**config.mk**
```make
export PLATFORM = sky130hd
export DESIGN_NAME = vread_unit_flat
export DESIGN_NICKNAME = d
export VERILOG_FILES = /design/src/source/vread_pkg.sv /design/src/source/buf_port_if.sv /design/src/source/vread_unit.sv /design/src/source/addr_gen.sv /design/src/source/burst_reader.sv /design/src/flat_wrapper.sv
export VERILOG_INCLUDE_DIRS = /design/src /design/src/source
export SDC_FILE = /design/constraint.sdc
export NUM_CORES = 1
export LEC_CHECK = 0
export ABC_AREA = 0
export BUFFER_PORTS_ARGS = -buffer_cell sky130_fd_sc_hd__buf_2
export CAP_MARGIN = 20
export CORE_AREA = 2 2 248 128
export DETAILED_ROUTE_END_ITERATION = 6
export DIE_AREA = 0 0 250 130
export PLACE_DENSITY = 0.57
export SYNTH_ARGS = -nofsm -noshare
export SYNTH_HDL_FRONTEND = slang
export SYNTH_SLANG_ARGS = --single-unit
```
**constraint.sdc**
```tcl
create_clock -name clk -period 4.1 [get_ports clk]
set_clock_uncertainty 0.2 [all_clocks]
set_input_delay 0.205 -clock clk [delete_from_list [all_inputs] [get_ports clk]]
set_output_delay 0.205 -clock clk [all_outputs]
set_load 0.03 [all_outputs]
```
**src/source/vread_consts.svh**
```systemverilog
`ifndef VREAD_CONSTS_SVH
`define VREAD_CONSTS_SVH

// databus side
`define VREAD_AXI_DATA_W 32
`define VREAD_EXT_ADDR_W 32
`define VREAD_LEN_W 8

// output symbols, two per bus word
`define VREAD_DATA_W 16

// symbol address into the local buffer
// one bit wider than the buffer word address
`define VREAD_ADDR_W 10

// output generator config
`define VREAD_PERIOD_W 8
`define VREAD_DELAY_W 8

`endif
```
**src/source/vread_pkg.sv**
```systemverilog
`default_nettype none

`include "vread_consts.svh"

package vread_pkg;

   // data
   typedef logic [`VREAD_AXI_DATA_W-1:0] bus_word_t;
   typedef logic [`VREAD_DATA_W-1:0]     symbol_t;

   // local addresses, a buffer word holds two symbols
   typedef logic [`VREAD_ADDR_W-1:0]     sym_addr_t;
   typedef logic [`VREAD_ADDR_W-2:0]     word_addr_t;

   // external byte address
   typedef logic [`VREAD_EXT_ADDR_W-1:0] ext_addr_t;

   // config fields
   typedef logic [`VREAD_LEN_W-1:0]      burst_len_t;
   typedef logic [`VREAD_PERIOD_W-1:0]   period_t;
   typedef logic [`VREAD_ADDR_W-1:0]     count_t;

   typedef enum logic [1:0] {
      RD_IDLE,
      RD_REQUEST,
      RD_BEATS
   } reader_state_t;

   typedef enum logic [1:0] {
      GEN_IDLE,
      GEN_DELAY,
      GEN_RUN
   } gen_state_t;

endpackage

`default_nettype wire

```
**src/source/buf_port_if.sv**
```systemverilog
`timescale 1ns/10ps
`default_nettype none

interface buf_port_if;
   import vread_pkg::*;

   // write port, one bus word per beat
   logic       wr_en;
   word_addr_t wr_addr;
   bus_word_t  wr_data;

   // read port, data valid the cycle after rd_en
   logic       rd_en;
   word_addr_t rd_addr;
   bus_word_t  rd_data;

   modport writer (
      output wr_en,
      output wr_addr,
      output wr_data
   );

   modport reader (
      output rd_en,
      output rd_addr,
      input  rd_data
   );

   modport mem (
      input  wr_en,
      input  wr_addr,
      input  wr_data,
      input  rd_en,
      input  rd_addr,
      output rd_data
   );

endinterface

`default_nettype wire

```
**src/source/vread_unit.sv**
```systemverilog
`timescale 1ns/10ps
`default_nettype none

`include "vread_consts.svh"

module vread_unit (
   input  wire                        clk,
   input  wire                        rst,
   input  wire                        run_i,
   input  wire                        pingpong_i,
   input  wire                        read_enabled_i,
   input  wire vread_pkg::ext_addr_t  ext_addr_i,
   input  wire vread_pkg::count_t     read_count_i,
   input  wire vread_pkg::burst_len_t read_length_i,
   input  wire                        databus_ready_i,
   input  wire vread_pkg::bus_word_t  databus_rdata_i,
   input  wire                        databus_last_i,
   input  wire vread_pkg::sym_addr_t  out_start_i,
   input  wire vread_pkg::sym_addr_t  out_incr_i,
   input  wire vread_pkg::sym_addr_t  out_shift_i,
   input  wire vread_pkg::period_t    out_per_i,
   input  wire vread_pkg::period_t    out_duty_i,
   input  wire vread_pkg::count_t     out_iter_i,
   input  wire [`VREAD_DELAY_W-1:0]   out_delay_i,
   output logic                       databus_valid_o,
   output vread_pkg::ext_addr_t       databus_addr_o,
   output vread_pkg::burst_len_t      databus_len_o,
   output vread_pkg::symbol_t         out_o,
   output logic                       out_valid_o,
   output logic                       done_o,
   buf_port_if.writer                 buf_wr,
   buf_port_if.reader                 buf_rd
);
   import vread_pkg::*;

   localparam int SYM_W = $bits(sym_addr_t);
   localparam int DW    = $bits(symbol_t);

   logic      pp_state;
   logic      fill_half;
   logic      read_half;
   logic      reader_done;
   logic      out_done;
   logic      gen_valid;
   logic      gen_done;
   sym_addr_t gen_addr;
   logic      sel_hi;

   // halves swap on each run while ping-pong is on
   always_ff @(posedge clk or posedge rst) begin
      if (rst) begin
         pp_state <= 1'b0;
      end else if (run_i) begin
         pp_state <= pingpong_i ? ~pp_state : 1'b0;
      end
   end

   assign fill_half = pingpong_i & ~pp_state;
   assign read_half = pingpong_i & pp_state;

   burst_reader u_reader (
      .clk             (clk),
      .rst             (rst),
      .run_i           (run_i & read_enabled_i),
      .start_addr_i    (ext_addr_i),
      .count_i         (read_count_i),
      .length_i        (read_length_i),
      .fill_half_i     (fill_half),
      .databus_ready_i (databus_ready_i),
      .databus_rdata_i (databus_rdata_i),
      .databus_last_i  (databus_last_i),
      .databus_valid_o (databus_valid_o),
      .databus_addr_o  (databus_addr_o),
      .databus_len_o   (databus_len_o),
      .done_o          (reader_done),
      .buf_wr          (buf_wr)
   );

   addr_gen u_gen (
      .clk     (clk),
      .rst     (rst),
      .run_i   (run_i),
      .start_i (out_start_i),
      .incr_i  (out_incr_i),
      .shift_i (out_shift_i),
      .per_i   (out_per_i),
      .duty_i  (out_duty_i),
      .iter_i  (out_iter_i),
      .delay_i (out_delay_i),
      .valid_o (gen_valid),
      .addr_o  (gen_addr),
      .done_o  (gen_done)
   );

   // symbol address to word address, top bit forced to the read half
   assign buf_rd.rd_en   = gen_valid;
   assign buf_rd.rd_addr = {(pingpong_i ? read_half : gen_addr[SYM_W-1]), gen_addr[SYM_W-2:1]};

   // low symbol bit picks the half of the word one cycle later
   always_ff @(posedge clk) begin
      if (gen_valid) begin
         sel_hi <= gen_addr[0];
      end
   end

   always_ff @(posedge clk or posedge rst) begin
      if (rst) begin
         out_valid_o <= 1'b0;
      end else begin
         out_valid_o <= gen_valid;
      end
   end

   assign out_o = sel_hi ? buf_rd.rd_data[2*DW-1:DW] : buf_rd.rd_data[DW-1:0];

   always_ff @(posedge clk or posedge rst) begin
      if (rst) begin
         out_done <= 1'b1;
      end else if (run_i) begin
         out_done <= 1'b0;
      end else if (gen_done) begin
         out_done <= 1'b1;
      end
   end

   assign done_o = out_done & reader_done;

   // with ping-pong the generator must stay inside one half
   a_pp_in_half: assert property (
      @(posedge clk) disable iff (rst) (gen_valid && pingpong_i) |-> !gen_addr[SYM_W-1]
   ) else $error("output address %0d overflows the ping-pong half", gen_addr);

endmodule

`default_nettype wire

```
**src/source/addr_gen.sv**
```systemverilog
`timescale 1ns/10ps
`default_nettype none

`include "vread_consts.svh"

module addr_gen (
   input  wire                       clk,
   input  wire                       rst,
   input  wire                       run_i,
   input  wire vread_pkg::sym_addr_t start_i,
   input  wire vread_pkg::sym_addr_t incr_i,
   input  wire vread_pkg::sym_addr_t shift_i,
   input  wire vread_pkg::period_t   per_i,
   input  wire vread_pkg::period_t   duty_i,
   input  wire vread_pkg::count_t    iter_i,
   input  wire [`VREAD_DELAY_W-1:0]  delay_i,
   output logic                      valid_o,
   output vread_pkg::sym_addr_t      addr_o,
   output logic                      done_o
);
   import vread_pkg::*;

   gen_state_t                state;
   logic [`VREAD_DELAY_W-1:0] delay_cnt;
   period_t                   step_cnt;
   count_t                    iter_cnt;
   // current step address and step 0 of the current iteration
   sym_addr_t                 addr;
   sym_addr_t                 iter_base;

   logic last_step;
   logic last_iter;

   assign last_step = (step_cnt == per_i - 1'b1);
   assign last_iter = (iter_cnt == iter_i - 1'b1);

   always_ff @(posedge clk or posedge rst) begin
      if (rst) begin
         state     <= GEN_IDLE;
         delay_cnt <= '0;
         step_cnt  <= '0;
         iter_cnt  <= '0;
         done_o    <= 1'b0;
      end else begin
         done_o <= 1'b0;
         case (state)
            GEN_IDLE: begin
               if (run_i) begin
                  step_cnt  <= '0;
                  iter_cnt  <= '0;
                  delay_cnt <= delay_i - 1'b1;
                  if ((per_i == '0) || (iter_i == '0)) begin
                     // empty loop finishes at once
                     done_o <= 1'b1;
                  end else if (delay_i == '0) begin
                     state <= GEN_RUN;
                  end else begin
                     state <= GEN_DELAY;
                  end
               end
            end
            GEN_DELAY: begin
               delay_cnt <= delay_cnt - 1'b1;
               if (delay_cnt == '0) begin
                  state <= GEN_RUN;
               end
            end
            GEN_RUN: begin
               if (last_step) begin
                  step_cnt <= '0;
                  if (last_iter) begin
                     state  <= GEN_IDLE;
                     done_o <= 1'b1;
                  end else begin
                     iter_cnt <= iter_cnt + 1'b1;
                  end
               end else begin
                  step_cnt <= step_cnt + 1'b1;
               end
            end
            default: begin
               state <= GEN_IDLE;
            end
         endcase
      end
   end

   // incr within a period and shift between periods
   always_ff @(posedge clk) begin
      if ((state == GEN_IDLE) && run_i) begin
         addr      <= start_i;
         iter_base <= start_i;
      end else if (state == GEN_RUN) begin
         if (last_step) begin
            addr      <= iter_base + shift_i;
            iter_base <= iter_base + shift_i;
         end else begin
            addr <= addr + incr_i;
         end
      end
   end

   assign valid_o = (state == GEN_RUN) && (step_cnt < duty_i);
   assign addr_o  = addr;

   // loop config must stay put while the generator steps
   a_steps_in_loop: assert property (
      @(posedge clk) disable iff (rst)
      (state == GEN_RUN) |-> ((step_cnt < per_i) && (iter_cnt < iter_i))
   ) else $error("step %0d or iteration %0d outside the loop", step_cnt, iter_cnt);

endmodule

`default_nettype wire

```
**src/source/burst_reader.sv**
```systemverilog
`timescale 1ns/10ps
`default_nettype none

module burst_reader (
   input  wire                        clk,
   input  wire                        rst,
   input  wire                        run_i,
   input  wire vread_pkg::ext_addr_t  start_addr_i,
   input  wire vread_pkg::count_t     count_i,
   input  wire vread_pkg::burst_len_t length_i,
   input  wire                        fill_half_i,
   input  wire                        databus_ready_i,
   input  wire vread_pkg::bus_word_t  databus_rdata_i,
   input  wire                        databus_last_i,
   output logic                       databus_valid_o,
   output vread_pkg::ext_addr_t       databus_addr_o,
   output vread_pkg::burst_len_t      databus_len_o,
   output logic                       done_o,
   buf_port_if.writer                 buf_wr
);
   import vread_pkg::*;

   localparam int WORD_W = $bits(word_addr_t);

   reader_state_t state;
   // words still to fetch over all remaining bursts
   count_t        remaining;
   // beats taken in this run, doubles as the local word offset
   count_t        beat_cnt;
   ext_addr_t     burst_addr;
   burst_len_t    burst_len;

   logic beat;

   // a beat pairs with the next word address, the buffer never stalls
   assign beat = (state == RD_BEATS) && databus_ready_i;

   always_ff @(posedge clk or posedge rst) begin
      if (rst) begin
         state      <= RD_IDLE;
         remaining  <= '0;
         beat_cnt   <= '0;
         burst_addr <= '0;
         burst_len  <= '0;
         done_o     <= 1'b1;
      end else begin
         case (state)
            RD_IDLE: begin
               if (run_i && (count_i != '0)) begin
                  state      <= RD_REQUEST;
                  remaining  <= count_i;
                  beat_cnt   <= '0;
                  burst_addr <= start_addr_i;
                  done_o     <= 1'b0;
               end
            end
            RD_REQUEST: begin
               // final burst is clipped to the words left
               if (remaining <= count_t'(length_i) + 1'b1) begin
                  burst_len <= burst_len_t'(remaining - 1'b1);
               end else begin
                  burst_len <= length_i;
               end
               state <= RD_BEATS;
            end
            RD_BEATS: begin
               if (beat) begin
                  remaining <= remaining - 1'b1;
                  beat_cnt  <= beat_cnt + 1'b1;
                  if (databus_last_i) begin
                     // next burst starts 4 bytes per beat further
                     burst_addr <= burst_addr + ((ext_addr_t'(burst_len) + 1'b1) << 2);
                     if (remaining == count_t'(1)) begin
                        state  <= RD_IDLE;
                        done_o <= 1'b1;
                     end else begin
                        state <= RD_REQUEST;
                     end
                  end
               end
            end
            default: begin
               state <= RD_IDLE;
            end
         endcase
      end
   end

   // request held steady for the whole burst
   assign databus_valid_o = (state == RD_BEATS);
   assign databus_addr_o  = burst_addr;
   assign databus_len_o   = burst_len;

   // top word bit selects the fill half when ping-pong is on
   assign buf_wr.wr_en   = beat;
   assign buf_wr.wr_addr = {beat_cnt[WORD_W-1] | fill_half_i, beat_cnt[WORD_W-2:0]};
   assign buf_wr.wr_data = databus_rdata_i;

   // memory must end the last burst on the clipped length
   a_beats_in_count: assert property (
      @(posedge clk) disable iff (rst) beat |-> (beat_cnt < count_i)
   ) else $error("more beats than the %0d words requested", count_i);

endmodule

`default_nettype wire

```
**src/flat_wrapper.sv**
```systemverilog
// flat-port wrapper written by rule: the top's interface ports become plain ports
module vread_unit_flat import vread_pkg::*;
  (clk, rst, run_i, pingpong_i, read_enabled_i, ext_addr_i, read_count_i, read_length_i, databus_ready_i, databus_rdata_i, databus_last_i, out_start_i, out_incr_i, out_shift_i, out_per_i, out_duty_i, out_iter_i, out_delay_i, databus_valid_o, databus_addr_o, databus_len_o, out_o, out_valid_o, done_o, buf_wr_wr_en, buf_wr_wr_addr, buf_wr_wr_data, buf_rd_rd_en, buf_rd_rd_addr, buf_rd_rd_data);
  buf_port_if buf_wr_i ();
  buf_port_if buf_rd_i ();
  input  wire clk;
  input  wire rst;
  input  wire run_i;
  input  wire pingpong_i;
  input  wire read_enabled_i;
  input  wire vread_pkg::ext_addr_t ext_addr_i;
  input  wire vread_pkg::count_t read_count_i;
  input  wire vread_pkg::burst_len_t read_length_i;
  input  wire databus_ready_i;
  input  wire vread_pkg::bus_word_t databus_rdata_i;
  input  wire databus_last_i;
  input  wire vread_pkg::sym_addr_t out_start_i;
  input  wire vread_pkg::sym_addr_t out_incr_i;
  input  wire vread_pkg::sym_addr_t out_shift_i;
  input  wire vread_pkg::period_t out_per_i;
  input  wire vread_pkg::period_t out_duty_i;
  input  wire vread_pkg::count_t out_iter_i;
  input  wire [`VREAD_DELAY_W-1:0] out_delay_i;
  output logic databus_valid_o;
  output vread_pkg::ext_addr_t databus_addr_o;
  output vread_pkg::burst_len_t databus_len_o;
  output vread_pkg::symbol_t out_o;
  output logic out_valid_o;
  output logic done_o;
  output wire logic [$bits(buf_wr_i.wr_en)-1:0] buf_wr_wr_en;
  output wire logic [$bits(buf_wr_i.wr_addr)-1:0] buf_wr_wr_addr;
  output wire logic [$bits(buf_wr_i.wr_data)-1:0] buf_wr_wr_data;
  output wire logic [$bits(buf_rd_i.rd_en)-1:0] buf_rd_rd_en;
  output wire logic [$bits(buf_rd_i.rd_addr)-1:0] buf_rd_rd_addr;
  input wire logic [$bits(buf_rd_i.rd_data)-1:0] buf_rd_rd_data;
  assign buf_wr_wr_en = buf_wr_i.wr_en;
  assign buf_wr_wr_addr = buf_wr_i.wr_addr;
  assign buf_wr_wr_data = buf_wr_i.wr_data;
  assign buf_rd_rd_en = buf_rd_i.rd_en;
  assign buf_rd_rd_addr = buf_rd_i.rd_addr;
  assign buf_rd_i.rd_data = buf_rd_rd_data;
  vread_unit u_core (.clk(clk), .rst(rst), .run_i(run_i), .pingpong_i(pingpong_i), .read_enabled_i(read_enabled_i), .ext_addr_i(ext_addr_i), .read_count_i(read_count_i), .read_length_i(read_length_i), .databus_ready_i(databus_ready_i), .databus_rdata_i(databus_rdata_i), .databus_last_i(databus_last_i), .out_start_i(out_start_i), .out_incr_i(out_incr_i), .out_shift_i(out_shift_i), .out_per_i(out_per_i), .out_duty_i(out_duty_i), .out_iter_i(out_iter_i), .out_delay_i(out_delay_i), .databus_valid_o(databus_valid_o), .databus_addr_o(databus_addr_o), .databus_len_o(databus_len_o), .out_o(out_o), .out_valid_o(out_valid_o), .done_o(done_o), .buf_wr(buf_wr_i), .buf_rd(buf_rd_i));
endmodule
```
Word-level counts from Yosys, hierarchy flattened:

Index checks and enable logic that the tools add are counted.

* add/subtract/negate cells: 13
* multipliers: 0
* div/mod/pow operators: 0
* $lt $le $gt $ge: 2
* equality and inequality tests: 17
* shifts and indexed selects: 0
* multiplexer cells: 53
* bitwise logic cells: 6
* reductions and logical operators: 27

Operators with widths (number)
* two-way mux 10 bit: 13
* two-way mux 32 bit: 3
* one-hot mux 32 bit (2 select lines): 1
* one-hot mux 10 bit (2 select lines): 3
* adder 32 x 11 -> 32 bit: 1
* two-way mux 8 bit: 4
* one-hot mux 8 bit (2 select lines): 2
* zero test 8 bit: 3
* subtractor 8 x 1 -> 8 bit (second input constant): 3
* adder 10 x 1 -> 10 bit (second input constant): 2
* adder 10 bit: 2
* subtractor 10 x 1 -> 10 bit (second input constant): 2
* adder 8 x 1 -> 9 bit (second input constant): 2
* two-way mux 2 bit: 9
* two-way mux 16 bit: 1
* != test 2 bit (second input constant): 8
* two-way mux 1 bit: 13
* one-hot mux 2 bit (3 select lines): 2
* nonzero test 2 bit: 6
* equality test 10 x 1 -> 1 bit (second input constant): 1
* equality test 10 bit: 1
* less-or-equal comparator 10 x 9 -> 1 bit: 1
* zero test 10 bit: 1
* AND reduction 5 bit: 2
* 17 further kinds: 32

* flip-flop bits (word level): 116
* bits in latches: 0
* RAM bits: 0
* memory bits (read-only): 0
* bits of input ports: 185
* output and inout port bits: 111
* word-level logic and storage cells: 135
* memories kept: 0

Longest topological paths before layout:

Gate-level depths: netlist (run 1).

* depth after elaboration: 5
* mapped depth: 13
* gate-level depth less buffers: 12

By module:

From an unflattened synthesis (run 1), not the netlist that was laid out.

* cell total of the unflattened synthesis: 1076
* area, all modules: 9296.4 sq um

Modules (own cells, without submodules)
* burst_reader: instances 1, cells each 539, area an instance 4534.3 sq um, seq. area each 1552.7 sq um
* addr_gen: instances 1, cells each 506, area an instance 4351.7 sq um, seq. area each 1326.3 sq um
* vread_unit: instances 1, cells each 31, area an instance 410.4 sq um, seq. area each 106.4 sq um

Least setup slack after synthesis (run 1):

No wires, ideal clock.

* path kind: flip-flop to flip-flop
* from: register u_core.u_reader.burst_len[0], in the netlist u_core.u_reader.databus_len_o[0]
* to: register u_core.u_reader.burst_addr[24], in the netlist u_core.u_reader.databus_addr_o[24]
* library setup time: 0.104 ns
* arrival time: 2.920 ns
* required time: 3.796 ns
* slack: 0.876 ns
* cell stages (with the launch flop): 13
* buffers on the path: 0
* clock period less this slack: 3.224 ns
* cells stage by stage: dfrtp_1 -> ha_1 -> nand3_1 -> nor2_1 -> xor2_1 -> ha_1 -> o21a_1 -> nor2_1 -> and4b_1 -> a21boi_1 -> nor3b_1 -> a311o_1 -> o311ai_1

* longest elaborated chain between the ends: 5

RTL lines
* start: declaration: RTL line burst_reader.sv:31 `burst_len_t burst_len;`
* start signal: assignment: RTL line burst_reader.sv:60 `burst_len <= burst_len_t'(remaining - 1'b1);`
* start signal: assignment: RTL line burst_reader.sv:62 `burst_len <= length_i;`
* adder 8 x 1 -> 9 bit: RTL line burst_reader.sv:72 `burst_addr <= burst_addr + ((ext_addr_t'(burst_len) + 1'b1) << 2);`
* adder 32 x 11 -> 32 bit: RTL line burst_reader.sv:72
* two-way mux 32 bit: RTL line burst_reader.sv:70 `if (databus_last_i) begin`
* two-way mux 32 bit: RTL line burst_reader.sv:67 `if (beat) begin`
* one-hot mux 32 bit (2 select lines): RTL line burst_reader.sv:47 `case (state)`
* end signal: assignment: RTL line burst_reader.sv:53 `burst_addr <= start_addr_i;`
* end signal: assignment: RTL line burst_reader.sv:72
* end: declaration: RTL line burst_reader.sv:30 `ext_addr_t burst_addr;`

Every way passes these cells. The select of a mux whose other input is x is not followed.
A chain may end at the register's enable or synchronous reset.

Worst setup path in the final report (run 1):

Ends and elaborated chain as after synthesis.

==> results.md, run 1 <==
- Gr ovfl total: 0
- CP Launch Type: register
- Synth Warn #: 0
- Final TNS setup: 0 ns
- Switching pwr: about 3.7 mW
- Maximum vdd drop: ~0.34 mV
- Sequential share of power: 27.3%
- Clock Pin Slew Worst Setup and Hold Paths: 0.06 ns
- Worst-path fanout max: 7
- Syn nets: approximately 1.3k
- DR WL/cell: 17.42 um
- Top-area cell type share of the netlist area: roughly a quarter
- IO buf count: approximately 230
- Initial core utilization: 29.13%
- Worst r2r path cells: 13
- WL final: ~30000 um
- Crit path DAT: 3.49 ns
- Max Clock Freq: between 0.2 and 0.3 GHz
- Setup CP Type: reg2reg
- Reg2Reg Setup Slack: 0.74 ns
- Crit path max-delay family: compound AO/OA/AOI/OAI gates
- Die ar.: 32500 um2
- Final worst setup slack: about 0.74 ns
- Slew @ Worst Pin: just under 0.8 ns
- Detailed Route Iter0 Violations: between 800 and 900
- Via density: 5.055
- Max_slew headroom: roughly 48%
- Flop and latch count out of synthesis: around 120
- CTS Buf Count: 17
- Fillers: 3194
- Mapped cell area: around 9000 um2
- Worst skew pair latency: about 0.43 ns
- Leak pwr: roughly 5.2 nW
- Sequential area share after synthesis: between 30% and 40%
- Synth unique cells: 79
- Worst setup startpoint: u_core.u_reader.databus_len_o[0]
- Sequence of cells on the critical path: ha_1 > nand3_1 > nor2_1 > xor2_1 > ha_1 > o21a_1 > nor2_1 > and4b_1 > a21boi_1 > nor3b_1 > buf_4 > a311o_1 > o311ai_1
- Clock sink count: ~120
- I/O Pins: 296
- Vias in the first global route: between 7k and 8k
- Largest net degree at the start of global routing: 58
- Synth Flop Type: dfrtp_1
- CTS tree: done
- DRC errors left: 0
- Area of the multi-input gates: roughly 5300 um2
- Terminus of the critical flop-to-flop path: u_core.u_reader.databus_addr_o[24]
- CP Depth: 13
- Post-CTS Setup Inserts: 0
- Nets: between 1.5k and 2k
- Hold path start: out_shift_i[0]
- Pwr dens: a little under 700 nW/um2
- H-Tree Depth: 4
- Final hold violations: 0
- Cts repair resizes: 0
- GRT Resource Usage Total: 17.86%
- Post-DP HPWL: 22900 um
- Part of the power in combinational logic: a little over half
- First-pass GRT wire length: 44860 um
- Max cap viols: 0
- Largest cells by area after synthesis: dfrtp_1, ha_1, edfxtp_1
- Cell depth of the worst hold path: 4
- # hold bufs at CTS: between 60 and 70
- Worst path max stage delay: around 0.46 ns
- Final Wtd Congestion: 0.8471
- Share of layout cells above drive strength 1: roughly 24%
- WHS Endpoint: u_core.u_gen.iter_base[0]
- Setup violations, final: 0
- Crit path capture type: register
- Die height: 130 um
- Design area: around 12000 um2
- Area growth, synth to finish: 28.48%
- Antenna viol nets, final: 0
- Antenna violations before repair: 8
- Post-Syn Instances: 1034
- Pre-CTS setup slack: 0.6996 ns
- Pins Over Slew Limit: 0
- Pre-antenna DRT Iters: 5
- Crit share post-route: roughly four fifths
- Syn Area/Cell: between 8 and 9 um2
- CP max stage cell: dfrtp_1
- Post-synth ARST share: between 80% and 90%
- Post-Place Cell Area: between 10000 and 15000 um2
- Clock network fraction of design power: roughly a fifth
- Clk root buf: clkbuf_16
- Hold Path Class: in2reg
- Die Wd: between 200 and 300 um
- Reg area: 2985 um2
- Biggest area consumer among synthesized cells: dfrtp_1
- Number of flops mapped to enable cells by yosys: 21
- Outcome: completed
- Switch share: 46.42%
- Clock buffer depth: 2
- Placeable Area: just over 30000 um2
- Internal: roughly 4.2 mW
- # rows: 46
- Bufs and invs on worst path: 1
- R2r startpoint: u_core.u_reader.databus_len_o[0]
- Critical Path RT: approximately 4.2 ns
- Fin crit period: between 3 and 4 ns
- Routed vias: 8614
- RSZ-0062 raised after global routing: no
==> metrics by stage <==
stage               std cells  hold WS, ns  total power [mW]  utilization, %
floorplan                1034       0.1279             5.196               -
global placement         1598       0.2028             6.229           33.25
detailed placement       1598       0.1904             6.279           33.25
CTS                      1699   0.00001393             7.897           37.38
global route             1703      0.05149             8.486           37.42
finish                   1704      0.02813             7.912           37.42
==> power by group through the flow <==
stage | combinational (mW) | clock, mW | sequential [mW]
floorplan | 2.82 | 0 | 2.38
global route | 4.67 | 1.61 | 2.22
detailed placement | 4.12 | 0 | 2.16
global placement | 4.08 | 0 | 2.15
CTS | 4.20 | 1.56 | 2.14
finish | 4.22 | 1.53 | 2.16
==> cells in the mapped netlist (7+ instances only) <==
cell type and n:
nand4_1 12, mux2_2 27, buf_4 49, o22a_1 8
xor2_1 33, a21o_1 15, o21ai_0 64, inv_1 43
a31oi_1 10, nand3_1 31, nor3_1 24, and3_1 16
mux2i_1 30, clkbuf_1 35, nor3b_1 7, nand2b_1 17
dfrtp_1 92, a21oi_1 81, nor2b_1 16, ha_1 53
o21a_1 10, nand2_1 82, edfxtp_1 21, nor2_1 94
xnor2_1 34, nor4_1 9
==> worst max path at each step <==
stage	end	slack (ns)
6_report	u_core.u_reader.databus_addr_o[24]	0.74
5_1_grt	u_core.u_reader.databus_addr_o[24]	0.60
4_1_cts	u_core.u_reader.databus_addr_o[24]	0.82
3_5_place_dp	u_core.u_gen.iter_cnt[5]	0.70
3_3_place_gp	u_core.u_gen.iter_cnt[5]	0.76
2_1_floorplan	u_core.u_reader.databus_addr_o[24]	0.88
==> sequential cells by signal, indices dropped and copies added (netlist names), 2 cells and up <==
name and cells:
u_core.u_reader.remaining 10, u_core.u_gen.iter_base 10, u_core.u_gen.state 2, u_core.u_gen.step_cnt 8, u_core.u_reader.beat_cnt 9, u_core.u_gen.delay_cnt 8, u_core.u_gen.iter_cnt 10, u_core.u_reader.state 2
u_core.u_reader.databus_len_o 8, u_core.u_gen.addr_o 10, u_core.u_reader.databus_addr_o 32
==> worst min-delay path, stage by stage <==
cell     delay, ns
buf_2         0.10
ha_1          0.15
nand2_1       0.05
nand2_1       0.05
==> area by class of cell <==
cell class | count | share of cell area (%)
inverters | 44 | 1.458
clock buffers | 20 | 3.883
clock inverters | 12 | 1.164
well taps | 408 | 4.438
repair buffers | 315 | 17.03
diodes | 5 | 0.1088
multi-input cells | 785 | 45.96
flip-flops and latches | 115 | 25.95
==> per-layer routing <==
layer	vias up	routed length (um)	track usage (%)
li1	4176	-	-
met1	4165	15760	28.30
met2	233	11890	23.07
met3	34	1489	3.631
met4	6	501	6.305
met5	-	34	0
==> kinds of logic (layout without fill, tap and decap cells) <==
logic type	count (synthesis)	in the layout	synth area share, %
buf+inv	134	391	7.715
fa+ha+maj	56	56	8.078
other cells	0	5	0
simple gates	348	348	19.32
xor+xnor	67	67	6.555
compound gates	257	257	18.24
flops	115	115	33.35
mux	57	57	6.751
==> layout by cell type (no fill, tap or decap), drive strengths merged, types with 16 or more instances in the layout <==
master         n
nand3         31
nor3          24
xor2          33
mux2i         30
inv           47
dlygate4sd3   69
and3          16
xnor2         34
mux2          27
a21oi         81
o21ai         66
clkbuf        20
dfrtp         92
ha            53
buf          246
nand2b        17
nor2b         16
nand2         82
nor2          94
edfxtp        21
No activity file was read; power rests on OpenSTA's default activity.
==> inputs of run 2 (changes only) <==
Clock period 4.1 ns to 3.28 ns, I/O delays scaled along.
==> results.md, run 2 (synthesis results as in run 1) <==
- Part of the power in combinational logic: 53.9% (+0.5 points)
- Reg2Reg Setup Slack: 0.17 ns (-0.57 ns)
- CP Launch Type: register
- Final hold violations: 1 (+1)
- Clock Pin Slew Worst Setup and Hold Paths: 0.06 ns (about the same)
- IO buf count: 231 (unchanged)
- Antenna viol nets, final: 0 (unchanged)
- Maximum vdd drop: 0.2926 mV (-15%)
- Setup CP Type: reg2reg
- DR WL/cell: 17.44 um (+0.15%)
- Antenna violations before repair: 4 (-4)
- First-pass GRT wire length: 46510 um (+3.7%)
- Max_slew headroom: 52.74% (+5.1 points)
- R2r startpoint: u_core.u_reader.databus_len_o[4]
- Hold path start: ext_addr_i[21]
- Sequential share of power: 27.1% (-0.2 points)
- Hold Slack: -0.01331 ns (-0.04144 ns)
- # rows: 46 (unchanged)
- Failing checks: hold timing
- Critical Path RT: 3.41 ns (-0.82 ns)
- Share of layout cells above drive strength 1: 26.20% (+1.8 points)
- Post-Place Cell Area: 10320 um2 (+1.0%)
- Nets: 1537 (+1.2%)
- Pwr dens: 854.0 nW/um2 (+24%)
- Fillers: 3217 (+0.72%)
- Total Power: 9.998 mW (+26%)
- Switch share: 46.62% (+0.20 points)
- Via density: 5.030 (-0.50%)
- Placeable Area: 30730 um2 (unchanged)
- Die height: 130 um (unchanged)
- Fin crit period: 3.114 ns (-0.2463 ns)
- WL final: 29980 um (+1.0%)
- Clk root buf: clkbuf_16
- RSZ-0062 raised after global routing: no
- Crit path max-delay family: compound AO/OA/AOI/OAI gates
- Largest net degree at the start of global routing: 79 (+36%)
- DRC errors left: 0 (unchanged)
- Vias in the first global route: 7965 (+4.8%)
- Slew @ Worst Pin: 0.6997 ns (-0.08534 ns)
- Grt met1 use: 28.80% (+0.49 points)
- Die ar.: 32500 um2 (unchanged)
- I/O Pins: 296 (unchanged)
- Max Clock Freq: 0.3211 GHz (+7.9%)
- Worst-path fanout max: 7 (unchanged)
- Pre-antenna DRT Iters: 5 (unchanged)
- Commonest cells after routing, fill and taps aside: buf_2, nor2_1, dfrtp_1
- GRT Resource Usage Total: 18.42% (+0.57 points)
- Die Wd: 250 um (unchanged)
- Clock network fraction of design power: 19.0% (-0.3 points)
- Worst path max stage delay: 0.44 ns (-0.02 ns)
- Setup violations, final: 0 (unchanged)
- Area growth, synth to finish: 30.78%
- Design area: 11710 um2 (+1.8%)
- Crit path DAT: 3.25 ns (-0.24 ns)
- Worst setup startpoint: u_core.u_reader.databus_len_o[4]
- Final core occ: 38.09% (+0.67 points)
- Post-CTS Setup Inserts: 0 (unchanged)
- Detailed Route Iter0 Violations: 801 (-0.25%)
- Top Usage Layer GRT: met1
- Max FFs per register: 32 (unchanged)
- Leak pwr: 5.334 nW (+1.6%)
- Post-DP HPWL: 23110 um (+0.91%)
- Crit share post-route: 94.95% (+13 points)
- Crit path capture type: register
- Max cap viols: 0 (unchanged)
- Hold Path Class: in2reg
- CP max stage cell: dfrtp_2
- Final Wtd Congestion: 0.8711 (+2.8%)
- Clock buffer depth: 2 (unchanged)
- CTS tree: done
- Pre-CTS setup slack: -0.07574 ns (-0.7754 ns)
- Internal: 5.337 mW (+26%)
- Commonest non-fill, non-tap cell in the layout: buf_2
- Initial core utilization: 29.13% (unchanged)
- CTS Buf Count: 17 (unchanged)
- Cell depth of the worst hold path: 4 (unchanged)
- Outcome: finished, violations left
- Gr ovfl total: 0 (unchanged)
- Switching pwr: 4.661 mW (+27%)
- WHS Endpoint: u_core.u_reader.databus_addr_o[21]
- CP Depth: 12 (-1)
- Met3 Usage GRT: 3.930% (+0.30 points)
- Routed vias: 8646 (+0.37%)
- Bufs and invs on worst path: 1 (unchanged)
- Worst skew pair latency: 0.43 ns (about the same)
- Clock sink count: 115 (unchanged)
- Pins Over Slew Limit: 0 (unchanged)
- Sequence of cells on the critical path: and3_1 > nand3_1 > xnor2_1 > ha_1 > o21a_1 > nor2_2 > and4b_1 > a21boi_2 > nor3b_1 > buf_4 > a311o_1 > o311ai_1
- H-Tree Depth: 4 (unchanged)
- GRT met2 Usage: 25.20% (+2.1 points)
- Worst r2r path cells: 12 (-1)
- Final worst setup slack: 0.1655 ns (-0.5737 ns)
- Terminus of the critical flop-to-flop path: u_core.u_reader.databus_addr_o[24]
==> run 2: worst max path at each step <==
stage	end	slack, ns
global route	u_core.u_reader.databus_addr_o[24]	0.03
detailed placement	u_core.u_reader.databus_addr_o[19]	-0.08
CTS	u_core.u_reader.databus_addr_o[13]	0.04
global placement	u_core.u_reader.databus_addr_o[13]	0.01
finish	u_core.u_reader.databus_addr_o[24]	0.17
floorplan	u_core.u_reader.databus_addr_o[24]	0.06
==> run 2: what timing repair did <==
item | CTS | global route
hold buffers | 74 | 0
resized for setup | 3 | 10
endpoints found under the setup margin | 7 | 23
gates cloned | 0 | 0
hold endpoints to repair | 154 | 0
pin swaps | 0 | 2
==> run 2: metal layers <==
layer / vias up / wire length [um]
li1: 4212 / -
met3: 16 / 1918
met1: 4155 / 15530
met5: - / 21
met2: 259 / 12310
met4: 4 / 204
==> run 2: stage by stage <==
stage | std cells | TNS, ns | hold slack, ns
2_1_floorplan | 1034 | 0 | 0.08686
3_3_place_gp | 1610 | 0 | 0.1282
3_5_place_dp | 1610 | -0.2482 | 0.1282
4_1_cts | 1716 | 0 | 0.006332
5_1_grt | 1718 | 0 | 0.01004
6_report | 1719 | 0 | -0.01331
==> run 2: worst register-to-register path, delay by kind of cell (launching register included) <==
family / cells / cell delay, ns
adders and majority gates: 1 / 0.31
AOI/OAI and AO/OA: 4 / 0.84
xor gates and xnor gates: 1 / 0.27
DFF: 1 / 0.44
buffers and inverters: 1 / 0.17
and+or+nand+nor: 5 / 0.77
==> run 2: cell type report <==
class                      instances  area (um2)  area share (%)
tap                              408       510.5           4.360
clock inverter                    12       130.1           1.111
multi-input combinational        785        5316           45.41
inverter                          44       167.7           1.432
clock buffer                      20       456.7           3.901
timing repair buffer             333        2132           18.21
antenna                            2       5.005         0.04275
sequential                       115        2989           25.53
==> run 2: power by group through the flow <==
stage / Clock, mW / Combinational [mW] / Sequential [mW]
after detailed placement: 0 / 5.23 / 2.70
after floorplan: 0 / 3.52 / 2.97
final: 1.90 / 5.39 / 2.71
after CTS: 1.95 / 5.34 / 2.68
after global routing: 2.03 / 5.97 / 2.79
after global placement: 0 / 5.18 / 2.68
